--- config.mk ---
export PLATFORM = sky130hd
export DESIGN_NAME = npa_xlate_top
export DESIGN_NICKNAME = d
export VERILOG_FILES = /design/src/design/eva_npa_pkg.sv /design/src/design/npa_xlate_top.sv /design/src/design/npa_issue_reg.sv /design/src/design/endpoint_cfg.sv /design/src/design/eva_to_npa.sv /design/src/design/dram_hash.sv
export SDC_FILE = /design/constraint.sdc
export NUM_CORES = 1
export LEC_CHECK = 0
export BUFFER_PORTS_ARGS = -buffer_cell sky130_fd_sc_hd__buf_2
export CAP_MARGIN = 10
export CORE_MARGIN = 2
export CORE_UTILIZATION = 50
export DETAILED_ROUTE_END_ITERATION = 8
export GPL_TIMING_DRIVEN = 0
export PLACE_DENSITY = 0.9
export SKIP_CTS_REPAIR_TIMING = 1
export SLEW_MARGIN = 5
export SYNTH_ARGS = -nofsm -noshare
export SYNTH_HDL_FRONTEND = slang
export SYNTH_SLANG_ARGS = --single-unit
--- constraint.sdc ---
create_clock -name clk_i -period 1.9 [get_ports clk_i]
set_input_delay 0 -clock clk_i [delete_from_list [all_inputs] [get_ports clk_i]]
set_output_delay 0 -clock clk_i [all_outputs]
set_load 0.1 [all_outputs]
--- src/design/eva_npa_pkg.sv ---
// shared eva field layouts, npa types and structs, referenced by scoped name across the address path
package eva_npa_pkg;

  // mesh geometry inside one pod
  localparam int num_tiles_x_gp = 16;
  localparam int num_tiles_y_gp = 8;

  // vcache line size in words
  localparam int vcache_block_words_gp = 16;

  // field widths
  localparam int eva_width_gp   = 32;
  localparam int x_sub_width_gp = $clog2(num_tiles_x_gp);
  localparam int y_sub_width_gp = $clog2(num_tiles_y_gp);
  localparam int pod_x_width_gp = 3;
  localparam int pod_y_width_gp = 4;
  localparam int epa_width_gp   = 28;

  // tile dmem holds 1k words so a tile-group epa keeps only this many bits
  localparam int tg_epa_width_gp = 10;

  // remote tags in the top bits of a non-dram eva
  localparam logic [1:0] global_tag_gp     = 2'b01;
  localparam logic [2:0] tile_group_tag_gp = 3'b001;

  // tile-group addresses in this range spill into dram
  localparam logic [15:0] overflow_lo_gp = 16'h0100;
  localparam logic [15:0] overflow_hi_gp = 16'hFCFF;

  typedef logic [eva_width_gp-1:0]   eva_t;
  typedef logic [pod_x_width_gp-1:0] pod_x_t;
  typedef logic [pod_y_width_gp-1:0] pod_y_t;
  typedef logic [x_sub_width_gp-1:0] x_sub_t;
  typedef logic [y_sub_width_gp-1:0] y_sub_t;
  // global x is pod x over x sub
  // global y is pod y over y sub
  typedef logic [pod_x_width_gp+x_sub_width_gp-1:0] x_cord_t;
  typedef logic [pod_y_width_gp+y_sub_width_gp-1:0] y_cord_t;
  typedef logic [epa_width_gp-1:0] epa_t;

  // global eva carries its coordinates directly
  typedef struct packed {
    logic [1:0]  remote;
    y_cord_t     y_cord;
    x_cord_t     x_cord;
    logic [15:0] addr;
  } global_eva_s;

  // tile-group eva with coordinates relative to the group origin
  typedef struct packed {
    logic [2:0]  remote;
    logic [5:0]  y_cord;
    logic [6:0]  x_cord;
    logic [15:0] addr;
  } tile_group_eva_s;

  // network physical address
  typedef struct packed {
    x_cord_t x_cord;
    y_cord_t y_cord;
    epa_t    epa;
  } npa_s;

  // per-endpoint config whose origin is relative to the pod
  typedef struct packed {
    x_sub_t tgo_x;
    y_sub_t tgo_y;
    pod_x_t pod_x;
    pod_y_t pod_y;
  } endpoint_cfg_s;

endpackage
--- src/design/npa_xlate_top.sv ---
// endpoint address path top, config register feeding the eva translator and the result register
`timescale 1ns/1ps

module npa_xlate_top #(
  parameter int num_vcache_rows_p = 1
) (
  input  logic                       clk_i,
  input  logic                       rst_i,
  input  logic                       cfg_we_i,
  input  eva_npa_pkg::endpoint_cfg_s cfg_data_i,
  input  logic                       req_i,
  input  eva_npa_pkg::eva_t          eva_i,
  output logic                       res_v_o,
  output eva_npa_pkg::npa_s          res_o,
  output logic                       res_invalid_o
);

  eva_npa_pkg::endpoint_cfg_s cfg;
  eva_npa_pkg::npa_s          npa;
  logic                       invalid;

  // origin and pod coordinates
  endpoint_cfg u_cfg (
    .clk_i (clk_i),
    .rst_i (rst_i),
    .we_i  (cfg_we_i),
    .data_i(cfg_data_i),
    .cfg_o (cfg)
  );

  // translation is purely combinational
  eva_to_npa #(
    .num_vcache_rows_p(num_vcache_rows_p)
  ) u_xlate (
    .eva_i    (eva_i),
    .cfg_i    (cfg),
    .npa_o    (npa),
    .invalid_o(invalid)
  );

  // single register stage, result lands one cycle after req
  npa_issue_reg u_issue (
    .clk_i        (clk_i),
    .rst_i        (rst_i),
    .req_i        (req_i),
    .npa_i        (npa),
    .invalid_i    (invalid),
    .res_v_o      (res_v_o),
    .res_o        (res_o),
    .res_invalid_o(res_invalid_o)
  );

endmodule

--- src/design/npa_issue_reg.sv ---
// output stage that registers a translated npa and pulses the result valid one cycle after a request
`timescale 1ns/1ps

module npa_issue_reg (
  input  logic              clk_i,
  input  logic              rst_i,
  input  logic              req_i,
  input  eva_npa_pkg::npa_s npa_i,
  input  logic              invalid_i,
  output logic              res_v_o,
  output eva_npa_pkg::npa_s res_o,
  output logic              res_invalid_o
);

  logic              res_v_r;
  logic              res_invalid_r;
  eva_npa_pkg::npa_s npa_r;

  // valid follows the request strobe with one cycle delay
  // back-to-back requests keep it high
  always_ff @(posedge clk_i) begin
    if (rst_i) begin
      res_v_r <= 1'b0;
    end else begin
      res_v_r <= req_i;
    end
  end

  // invalid flag is control, cleared on reset
  always_ff @(posedge clk_i) begin
    if (rst_i) begin
      res_invalid_r <= 1'b0;
    end else if (req_i) begin
      res_invalid_r <= invalid_i;
    end
  end

  // payload only loads on a request, holds otherwise
  always_ff @(posedge clk_i) begin
    if (req_i) begin
      npa_r <= npa_i;
    end
  end

  assign res_v_o       = res_v_r;
  assign res_invalid_o = res_invalid_r;
  assign res_o         = npa_r;

endmodule

--- src/design/endpoint_cfg.sv ---
// config register for tile-group origin and pod coordinates, loaded by a write strobe
`timescale 1ns/1ps

module endpoint_cfg (
  input  logic                       clk_i,
  input  logic                       rst_i,
  input  logic                       we_i,
  input  eva_npa_pkg::endpoint_cfg_s data_i,
  output eva_npa_pkg::endpoint_cfg_s cfg_o
);

  eva_npa_pkg::endpoint_cfg_s cfg_r;

  // origin and pod both come up at zero
  // a write is visible the cycle after the strobe
  always_ff @(posedge clk_i) begin
    if (rst_i) begin
      cfg_r <= '0;
    end else if (we_i) begin
      cfg_r <= data_i;
    end
  end

  // translator reads the fields straight from the flops
  assign cfg_o = cfg_r;

endmodule

--- src/design/eva_to_npa.sv ---
// combinational classifier that maps an endpoint virtual address to a network physical address
`timescale 1ns/1ps

module eva_to_npa #(
  parameter int num_vcache_rows_p = 1
) (
  input  eva_npa_pkg::eva_t          eva_i,
  input  eva_npa_pkg::endpoint_cfg_s cfg_i,
  output eva_npa_pkg::npa_s          npa_o,
  output logic                       invalid_o
);

  eva_npa_pkg::global_eva_s     global_eva;
  eva_npa_pkg::tile_group_eva_s tg_eva;
  logic                         is_dram;
  logic                         is_global;
  logic                         is_tile_group;
  logic                         in_overflow;

  // overlay both layouts on the raw eva
  assign global_eva = eva_i;
  assign tg_eva     = eva_i;

  assign is_dram       = eva_i[eva_npa_pkg::eva_width_gp-1];
  assign is_global     = global_eva.remote == eva_npa_pkg::global_tag_gp;
  assign is_tile_group = tg_eva.remote == eva_npa_pkg::tile_group_tag_gp;
  assign in_overflow   = (tg_eva.addr >= eva_npa_pkg::overflow_lo_gp)
                      && (tg_eva.addr <= eva_npa_pkg::overflow_hi_gp);

  // plain dram hash on the raw eva
  eva_npa_pkg::npa_s dram_npa;

  dram_hash #(
    .num_vcache_rows_p(num_vcache_rows_p)
  ) u_dram_hash (
    .eva_i   (eva_i),
    .pod_x_i (cfg_i.pod_x),
    .pod_y_i (cfg_i.pod_y),
    .x_cord_o(dram_npa.x_cord),
    .y_cord_o(dram_npa.y_cord),
    .epa_o   (dram_npa.epa)
  );

  // overflowed dmem access gets reshuffled into a dram eva
  eva_npa_pkg::eva_t ovf_eva;

  assign ovf_eva[31] = 1'b1;
  // untouched fields
  assign ovf_eva[5:0]   = eva_i[5:0];
  assign ovf_eva[17:15] = eva_i[17:15];
  assign ovf_eva[25:22] = eva_i[25:22];
  assign ovf_eva[30:27] = eva_i[30:27];
  // rotate column, index and x fields
  assign ovf_eva[9:6]   = eva_i[21:18];
  assign ovf_eva[21:18] = eva_i[14:11];
  assign ovf_eva[14:11] = eva_i[9:6];
  // exchange north/south select with a high bit
  assign ovf_eva[10] = eva_i[26];
  assign ovf_eva[26] = eva_i[10];

  eva_npa_pkg::npa_s ovf_npa;

  dram_hash #(
    .num_vcache_rows_p(num_vcache_rows_p)
  ) u_ovf_hash (
    .eva_i   (ovf_eva),
    .pod_x_i (cfg_i.pod_x),
    .pod_y_i (cfg_i.pod_y),
    .x_cord_o(ovf_npa.x_cord),
    .y_cord_o(ovf_npa.y_cord),
    .epa_o   (ovf_npa.epa)
  );

  // tile-group offset from origin, wraps inside the pod
  eva_npa_pkg::x_sub_t tg_x_sub;
  eva_npa_pkg::y_sub_t tg_y_sub;

  assign tg_x_sub = tg_eva.x_cord[eva_npa_pkg::x_sub_width_gp-1:0] + cfg_i.tgo_x;
  assign tg_y_sub = tg_eva.y_cord[eva_npa_pkg::y_sub_width_gp-1:0] + cfg_i.tgo_y;

  // priority: dram, global, overflow window, tile-group, invalid
  always_comb begin
    npa_o     = '0;
    invalid_o = 1'b0;
    if (is_dram) begin
      npa_o = dram_npa;
    end else if (is_global) begin
      npa_o.x_cord = global_eva.x_cord;
      npa_o.y_cord = global_eva.y_cord;
      npa_o.epa    = eva_npa_pkg::epa_t'(global_eva.addr);
    end else if (is_tile_group) begin
      if (in_overflow) begin
        npa_o = ovf_npa;
      end else begin
        npa_o.x_cord = {cfg_i.pod_x, tg_x_sub};
        npa_o.y_cord = {cfg_i.pod_y, tg_y_sub};
        // keep only the dmem word range
        npa_o.epa    = eva_npa_pkg::epa_t'(tg_eva.addr[eva_npa_pkg::tg_epa_width_gp-1:0]);
      end
    end else begin
      // top bits 000, nothing maps here
      invalid_o = 1'b1;
    end
  end

endmodule

--- src/design/dram_hash.sv ---
// combinational stripe of a dram eva across the north and south vcache rows of a pod
`timescale 1ns/1ps

module dram_hash #(
  parameter int num_vcache_rows_p = 1
) (
  input  eva_npa_pkg::eva_t     eva_i,
  input  eva_npa_pkg::pod_x_t   pod_x_i,
  input  eva_npa_pkg::pod_y_t   pod_y_i,
  output eva_npa_pkg::x_cord_t  x_cord_o,
  output eva_npa_pkg::y_cord_t  y_cord_o,
  output eva_npa_pkg::epa_t     epa_o
);

  // word address drops the byte offset and the dram flag
  localparam int word_width_lp   = eva_npa_pkg::eva_width_gp - 3;
  localparam int offset_width_lp = $clog2(eva_npa_pkg::vcache_block_words_gp);
  localparam int col_width_lp    = eva_npa_pkg::x_sub_width_gp;
  // lsb of the selector is north/south, the rest is the row inside that side
  localparam int row_id_width_lp = $clog2(2 * num_vcache_rows_p);
  localparam int row_k_width_lp  = (row_id_width_lp > 1) ? row_id_width_lp - 1 : 1;
  localparam int set_lsb_lp      = offset_width_lp + col_width_lp + row_id_width_lp;
  localparam int set_width_lp    = word_width_lp - set_lsb_lp;

  logic [word_width_lp-1:0]   word_addr;
  logic [offset_width_lp-1:0] word_offset;
  eva_npa_pkg::x_sub_t        col;
  logic [row_id_width_lp-1:0] row_sel;
  logic [row_k_width_lp-1:0]  row_k;
  logic                       is_south;
  logic [set_width_lp-1:0]    set_idx;
  eva_npa_pkg::pod_y_t        north_pod_y;
  eva_npa_pkg::pod_y_t        south_pod_y;
  eva_npa_pkg::y_sub_t        north_y_sub;
  eva_npa_pkg::y_sub_t        south_y_sub;

  assign word_addr = eva_i[eva_npa_pkg::eva_width_gp-2:2];

  // slice the word address, lowest field first
  assign word_offset = word_addr[offset_width_lp-1:0];
  assign col         = word_addr[offset_width_lp+col_width_lp-1:offset_width_lp];
  assign row_sel     = word_addr[set_lsb_lp-1:offset_width_lp+col_width_lp];
  assign set_idx     = word_addr[word_width_lp-1:set_lsb_lp];

  assign is_south = row_sel[0];
  // with a single row per side this shifts down to zero
  assign row_k    = row_k_width_lp'(row_sel >> 1);

  // vcache rows sit in the pods just above and below, wrapping mod 16
  assign north_pod_y = pod_y_i - 1'b1;
  assign south_pod_y = pod_y_i + 1'b1;

  // north rows count up from the bottom edge, inner row first
  assign north_y_sub = eva_npa_pkg::y_sub_t'(eva_npa_pkg::num_tiles_y_gp - 1 - int'(row_k));
  assign south_y_sub = eva_npa_pkg::y_sub_t'(row_k);

  assign x_cord_o = {pod_x_i, col};

  always_comb begin
    if (is_south) begin
      y_cord_o = {south_pod_y, south_y_sub};
    end else begin
      y_cord_o = {north_pod_y, north_y_sub};
    end
  end

  // set index over line offset, zero padded
  assign epa_o = eva_npa_pkg::epa_t'({set_idx, word_offset});

endmodule

# After elaboration in Yosys (flattened, before gate mapping)
# Cells that the tools add are included.
# word_totals
input_bits	50
output_inout_bits	44
elab_cells	30
regBits	58
# classes
n_eq_ne	2
reduce_logical	2
addsub	4
bitwise_logic	1
magnitude_cmp	2
n_mux	9
# op_table
op	n
42-bit 2-to-1 mux	3
39-bit 2-to-1 mux	1
16-bit by 9-bit >= comparator with 1-bit output, second input constant	1
16-bit <= comparator, second input constant	1
7-bit 2-to-1 mux	2
4-bit by 1-bit adder with 4-bit output, second input constant	1
4-bit adder	1
4-bit by 1-bit subtractor with 4-bit output, second input constant	1
3-bit adder	1
3-bit by 1-bit equality test with 1-bit output, second input constant	1
1-bit 2-to-1 mux	3
3-bit OR reduction	1
2-bit by 1-bit equality test with 1-bit output, second input constant	1
1-bit logical AND	1
1-bit NOT	1

# Logic depth before layout (Yosys ltp)
# logic_depth
depth_word	6
ltp_mapped	7
ltp_nobuf	7

# Modules after synthesis
# Synthesis repeated with hierarchy kept, for this count alone.
# unflattened
cells_unflattened	369
area_unflattened_um2	3743.6
# by_module_without_submodules
mod	seq_area_each_um2	area_each_um2	cells_each	instances
npa_issue_reg	1301.2	1321.3	47	1
eva_to_npa	0.0	1161.1	181	1
dram_hash	0.0	376.6	48	2
endpoint_cfg	280.3	508.0	45	1

# Least setup slack after synthesis
# No wires, ideal clock.
# synth_path
kind	reg-to-reg
startpoint	reg u_cfg.cfg_r (netlist bit u_cfg.cfg_o[7])
endpoint	reg u_issue.npa_r (netlist bit u_issue.res_o[30]), data pin
period_less_slack_ns	1.728
required_time_ns	1.639
setup_time_ns	0.261
path_slack_ns	0.172
path_stages_with_launch	8
arrival_time_ns	1.467
path_buffers	0
path_cell_list	dfxtp_1 > ha_1 > inv_1 > fa_1 > xnor2_1 > xnor2_1 > nand2_1 > a221o_1
# synth_rtl
item	line	rtl
start, declared	endpoint_cfg.sv:12	eva_npa_pkg::endpoint_cfg_s cfg_r;
start signal, assigned	endpoint_cfg.sv:20	cfg_r <= data_i;
end signal, assigned	npa_issue_reg.sv:41	npa_r <= npa_i;
end, declared	npa_issue_reg.sv:17	eva_npa_pkg::npa_s npa_r;

==> impl_metrics.yaml <==
run_status:
  run_status: "finished with violations"
  violations: "negative hold slack"
floorplanning:
  core_region_area_um2: 5440
  pin_count: 94
  dieArea_um2: 6140
  rows: 27
  die_y_um: 78.4
  floorplan.initialDensity_pct: 50.9
  die_width_um: 78.4
detailed_routing:
  vias_per_cell: 5.52
  drt_iter0_drc: 204
  drtAntennaViolNets: 0
  drc: 0
  num_vias: 2373
  routed_wl_um: 6860
  drt_pre_antenna_iters: 6
  wl_per_cell_um: 15.9
grt:
  gr-usage-all-layers_pct: 22.2
  first_global_vias: 2093
  grt_pass1_wl_um: 10400
  grt_overflow: 0
  grt_start_max_net_pins: 41
  antenna_found_initial: 0
placement:
  post_dp_cell_area_um2: 3300
  gp_congestion: 0.853
  post-place-cells: 404
  io_buffers: 86
  post-dp-hpwl_um: 4900
synthesis:
  synth_ff_type: "edfxtp_1"
  seq_area_frac_synth_pct: 52.8
  synthXorXnorAreaFrac_pct: 3.17
  synth_top_family_by_area: "compound AO/OA/AOI/OAI gates"
  synthMuxAreaShare_pct: 8.32
  synth-simple-area-share_pct: 12.8
  synth-compound-area-share_pct: 14.0
  postSynthCellCount: 243
  syn_avg_cell_area_um2: 11.4
  synth_seq_cells: 54
  syn_area_um2: 2770
  synthArstFlopShare_pct: 0
  synth_adder_area_share_pct: 4.16
  synth_warnings: 0
  synth_edf_count: 38
  ys_types: 46
clock_network:
  cts-htree-levels: 2
  clk_path_buf_depth: 2
  worstSkewPairLatency_ns: 0.32
  cts_tree: "yes"
  clock_sinks: 54
  path_clk_slew_ns: 0.09
  cts_made_buffers: 5
  clock-root-buffer: "clkbuf_8"
setup_path:
  crit-reg2reg-launch: "u_cfg.cfg_o[7]"
  rr_endpoint: "u_issue.res_o[30]"
  r2r_setup_slack_ns: 0.05
  required_ns: 1.97
  cp_max_fo: 2
  cp-endpoint: "u_issue.res_o[30]"
  path_class: "reg2reg"
  crit_arrival_ns: 1.92
  ff2ff_path_depth: 7
  critPathCaptureType: "flop"
  crit_start: "u_cfg.cfg_o[7]"
  critPathLaunchType: "flop"
timing:
  worst_slew_pin_slew_ns: 0.887
  finalSetupViolCount: 0
  finalCritPeriodShare_pct: 97.3
  hold_ws_ns: -0.0100
  finalCriticalPeriod_ns: 1.85
  final_max_slew_viol_count: 0
  tns_ns: 0
  finalHoldViolations: 5
  slew_headroom_pct: 40.9
  finalClockSkew_ns: 0.0102
  max_freq_ghz: 0.541
final_layout:
  fin_nets: 415
  fillers: 421
  stdcell_count: 430
  fin_util_pct: 66.5
  diodes: 0
  area_growth_pct: 30.8
  drive_above_1_share_pct: 30.2
  design_area_um2: 3620
power_and_ir_drop:
  peakVddDrop_mv: 0.486
  p_leak_nw: 1.62
  cellPowerDensity_nw_per_um2: 926
run:
  maxCapViolations: 0
worst_hold_path:
  hold_class: "in2reg"
==> state kept, by name, indices dropped and copies added (netlist names) <==
name	flops
u_cfg.cfg_o	14
u_issue.res_v_o	1
u_issue.res_invalid_o	1
u_issue.res_o	38
==> worst max-delay path: stages (launching register included) <==
cell,delay (ns)
dfxtp_1,0.34
ha_1,0.15
inv_1,0.06
fa_1,0.42
xnor2_2,0.15
xnor2_1,0.13
nand2_1,0.07
a221o_1,0.29
==> synth_stat cells (all sizes together), types with 3 or more instances <==
| master | count | share of area (%) |
|---|---|---|
| edfxtp | 38 | 41 |
| o221ai | 4 | 1.3 |
| a221o | 3 | 1.1 |
| ha | 6 | 2.7 |
| a21oi | 8 | 1.6 |
| and2 | 5 | 1.1 |
| nand2 | 20 | 2.7 |
| o21ai | 10 | 1.8 |
| a22oi | 6 | 1.6 |
| dfxtp | 16 | 12 |
| nor3 | 4 | 0.72 |
| xnor2 | 8 | 2.5 |
| a22o | 11 | 3.5 |
| nor2 | 23 | 4.1 |
| nor2b | 3 | 0.68 |
| mux2i | 23 | 8.3 |
| inv | 8 | 1.1 |
| clkbuf | 9 | 1.2 |
| buf | 9 | 2.3 |
==> metrics by stage <==
step / total power, mW / setup WS (ns)
after floorplan: 2.24 / 0.172
after global placement: 2.43 / 0.00217
after detailed placement: 2.45 / -0.0162
after CTS: 3.32 / 0.0763
after global routing: 3.46 / -0.0163
final: 3.35 / 0.0508
==> how the worst min path moves through the flow <==
stage | startpoint | end | slack, ns | cells past startpoint
2_1_floorplan | rst_i | u_issue.res_v_o | 0.07 | 1
3_3_place_gp | cfg_data_i[1] | u_cfg.cfg_o[1] | 0.23 | 3
3_5_place_dp | cfg_data_i[8] | u_cfg.cfg_o[8] | 0.24 | 3
4_1_cts | cfg_data_i[8] | u_cfg.cfg_o[8] | -0.09 | 3
5_1_grt | eva_i[3] | u_issue.res_o[3] | 0.004 | 2
6_report | eva_i[28] | u_issue.res_o[21] | -0.01 | 2
==> where the power goes <==
| group | internal (mW) | switching [mW] | total (mW) |
|---|---|---|---|
| registers | 1.37 | 0.0354 | 1.40 |
| logic | 0.238 | 0.819 | 1.06 |
| clock network | 0.521 | 0.368 | 0.889 |
| total | 2.13 | 1.22 | 3.35 |
==> cell usage in the layout, fill, tap and decap left out, drive strengths merged, types with 5 or more instances in the layout <==
cell,instances
buf,95
edfxtp,38
mux2i,23
nor2,23
nand2,20
dlygate4sd3,18
dfxtp,16
clkbuf,14
a22o,11
o21ai,10
inv,8
a21oi,8
xnor2,8
a22oi,6
ha,6
and2,5
==> layout make-up <==
type                            instances  area [µm²]  area share [%]
Tap cell                               72        90.1            2.49
Clock inverter                          3        63.8            1.76
Buffer                                 18        97.6            2.70
Timing Repair Buffer                  104         611            16.9
Sequential cell                        54        1460            40.4
Clock buffer                            5        68.8            1.90
Inverter                                8        30.0           0.830
Multi-Input combinational cell        166        1200            33.1
==> layer usage <==
metal | global-route usage (%) | vias to the layer above | part of all wire [%]
met5 | 0 | - | 0
met3 | 6.90 | 11 | 9.9
met4 | 6.84 | 0 | 1.9
met2 | 35.5 | 145 | 48
li1 | - | 1114 | -
met1 | 29.0 | 1103 | 40
==> kinds of logic after synthesis <==
logic type | after synthesis
AO/OA/AOI/OAI | 53
multiplexers | 23
flip-flops | 54
XOR/XNOR | 10
other | 1
buffers and inverters | 26
adder cells (fa/ha/maj) | 8
AND/OR/NAND/NOR | 68
No activity file was read; power rests on OpenSTA's default activity.
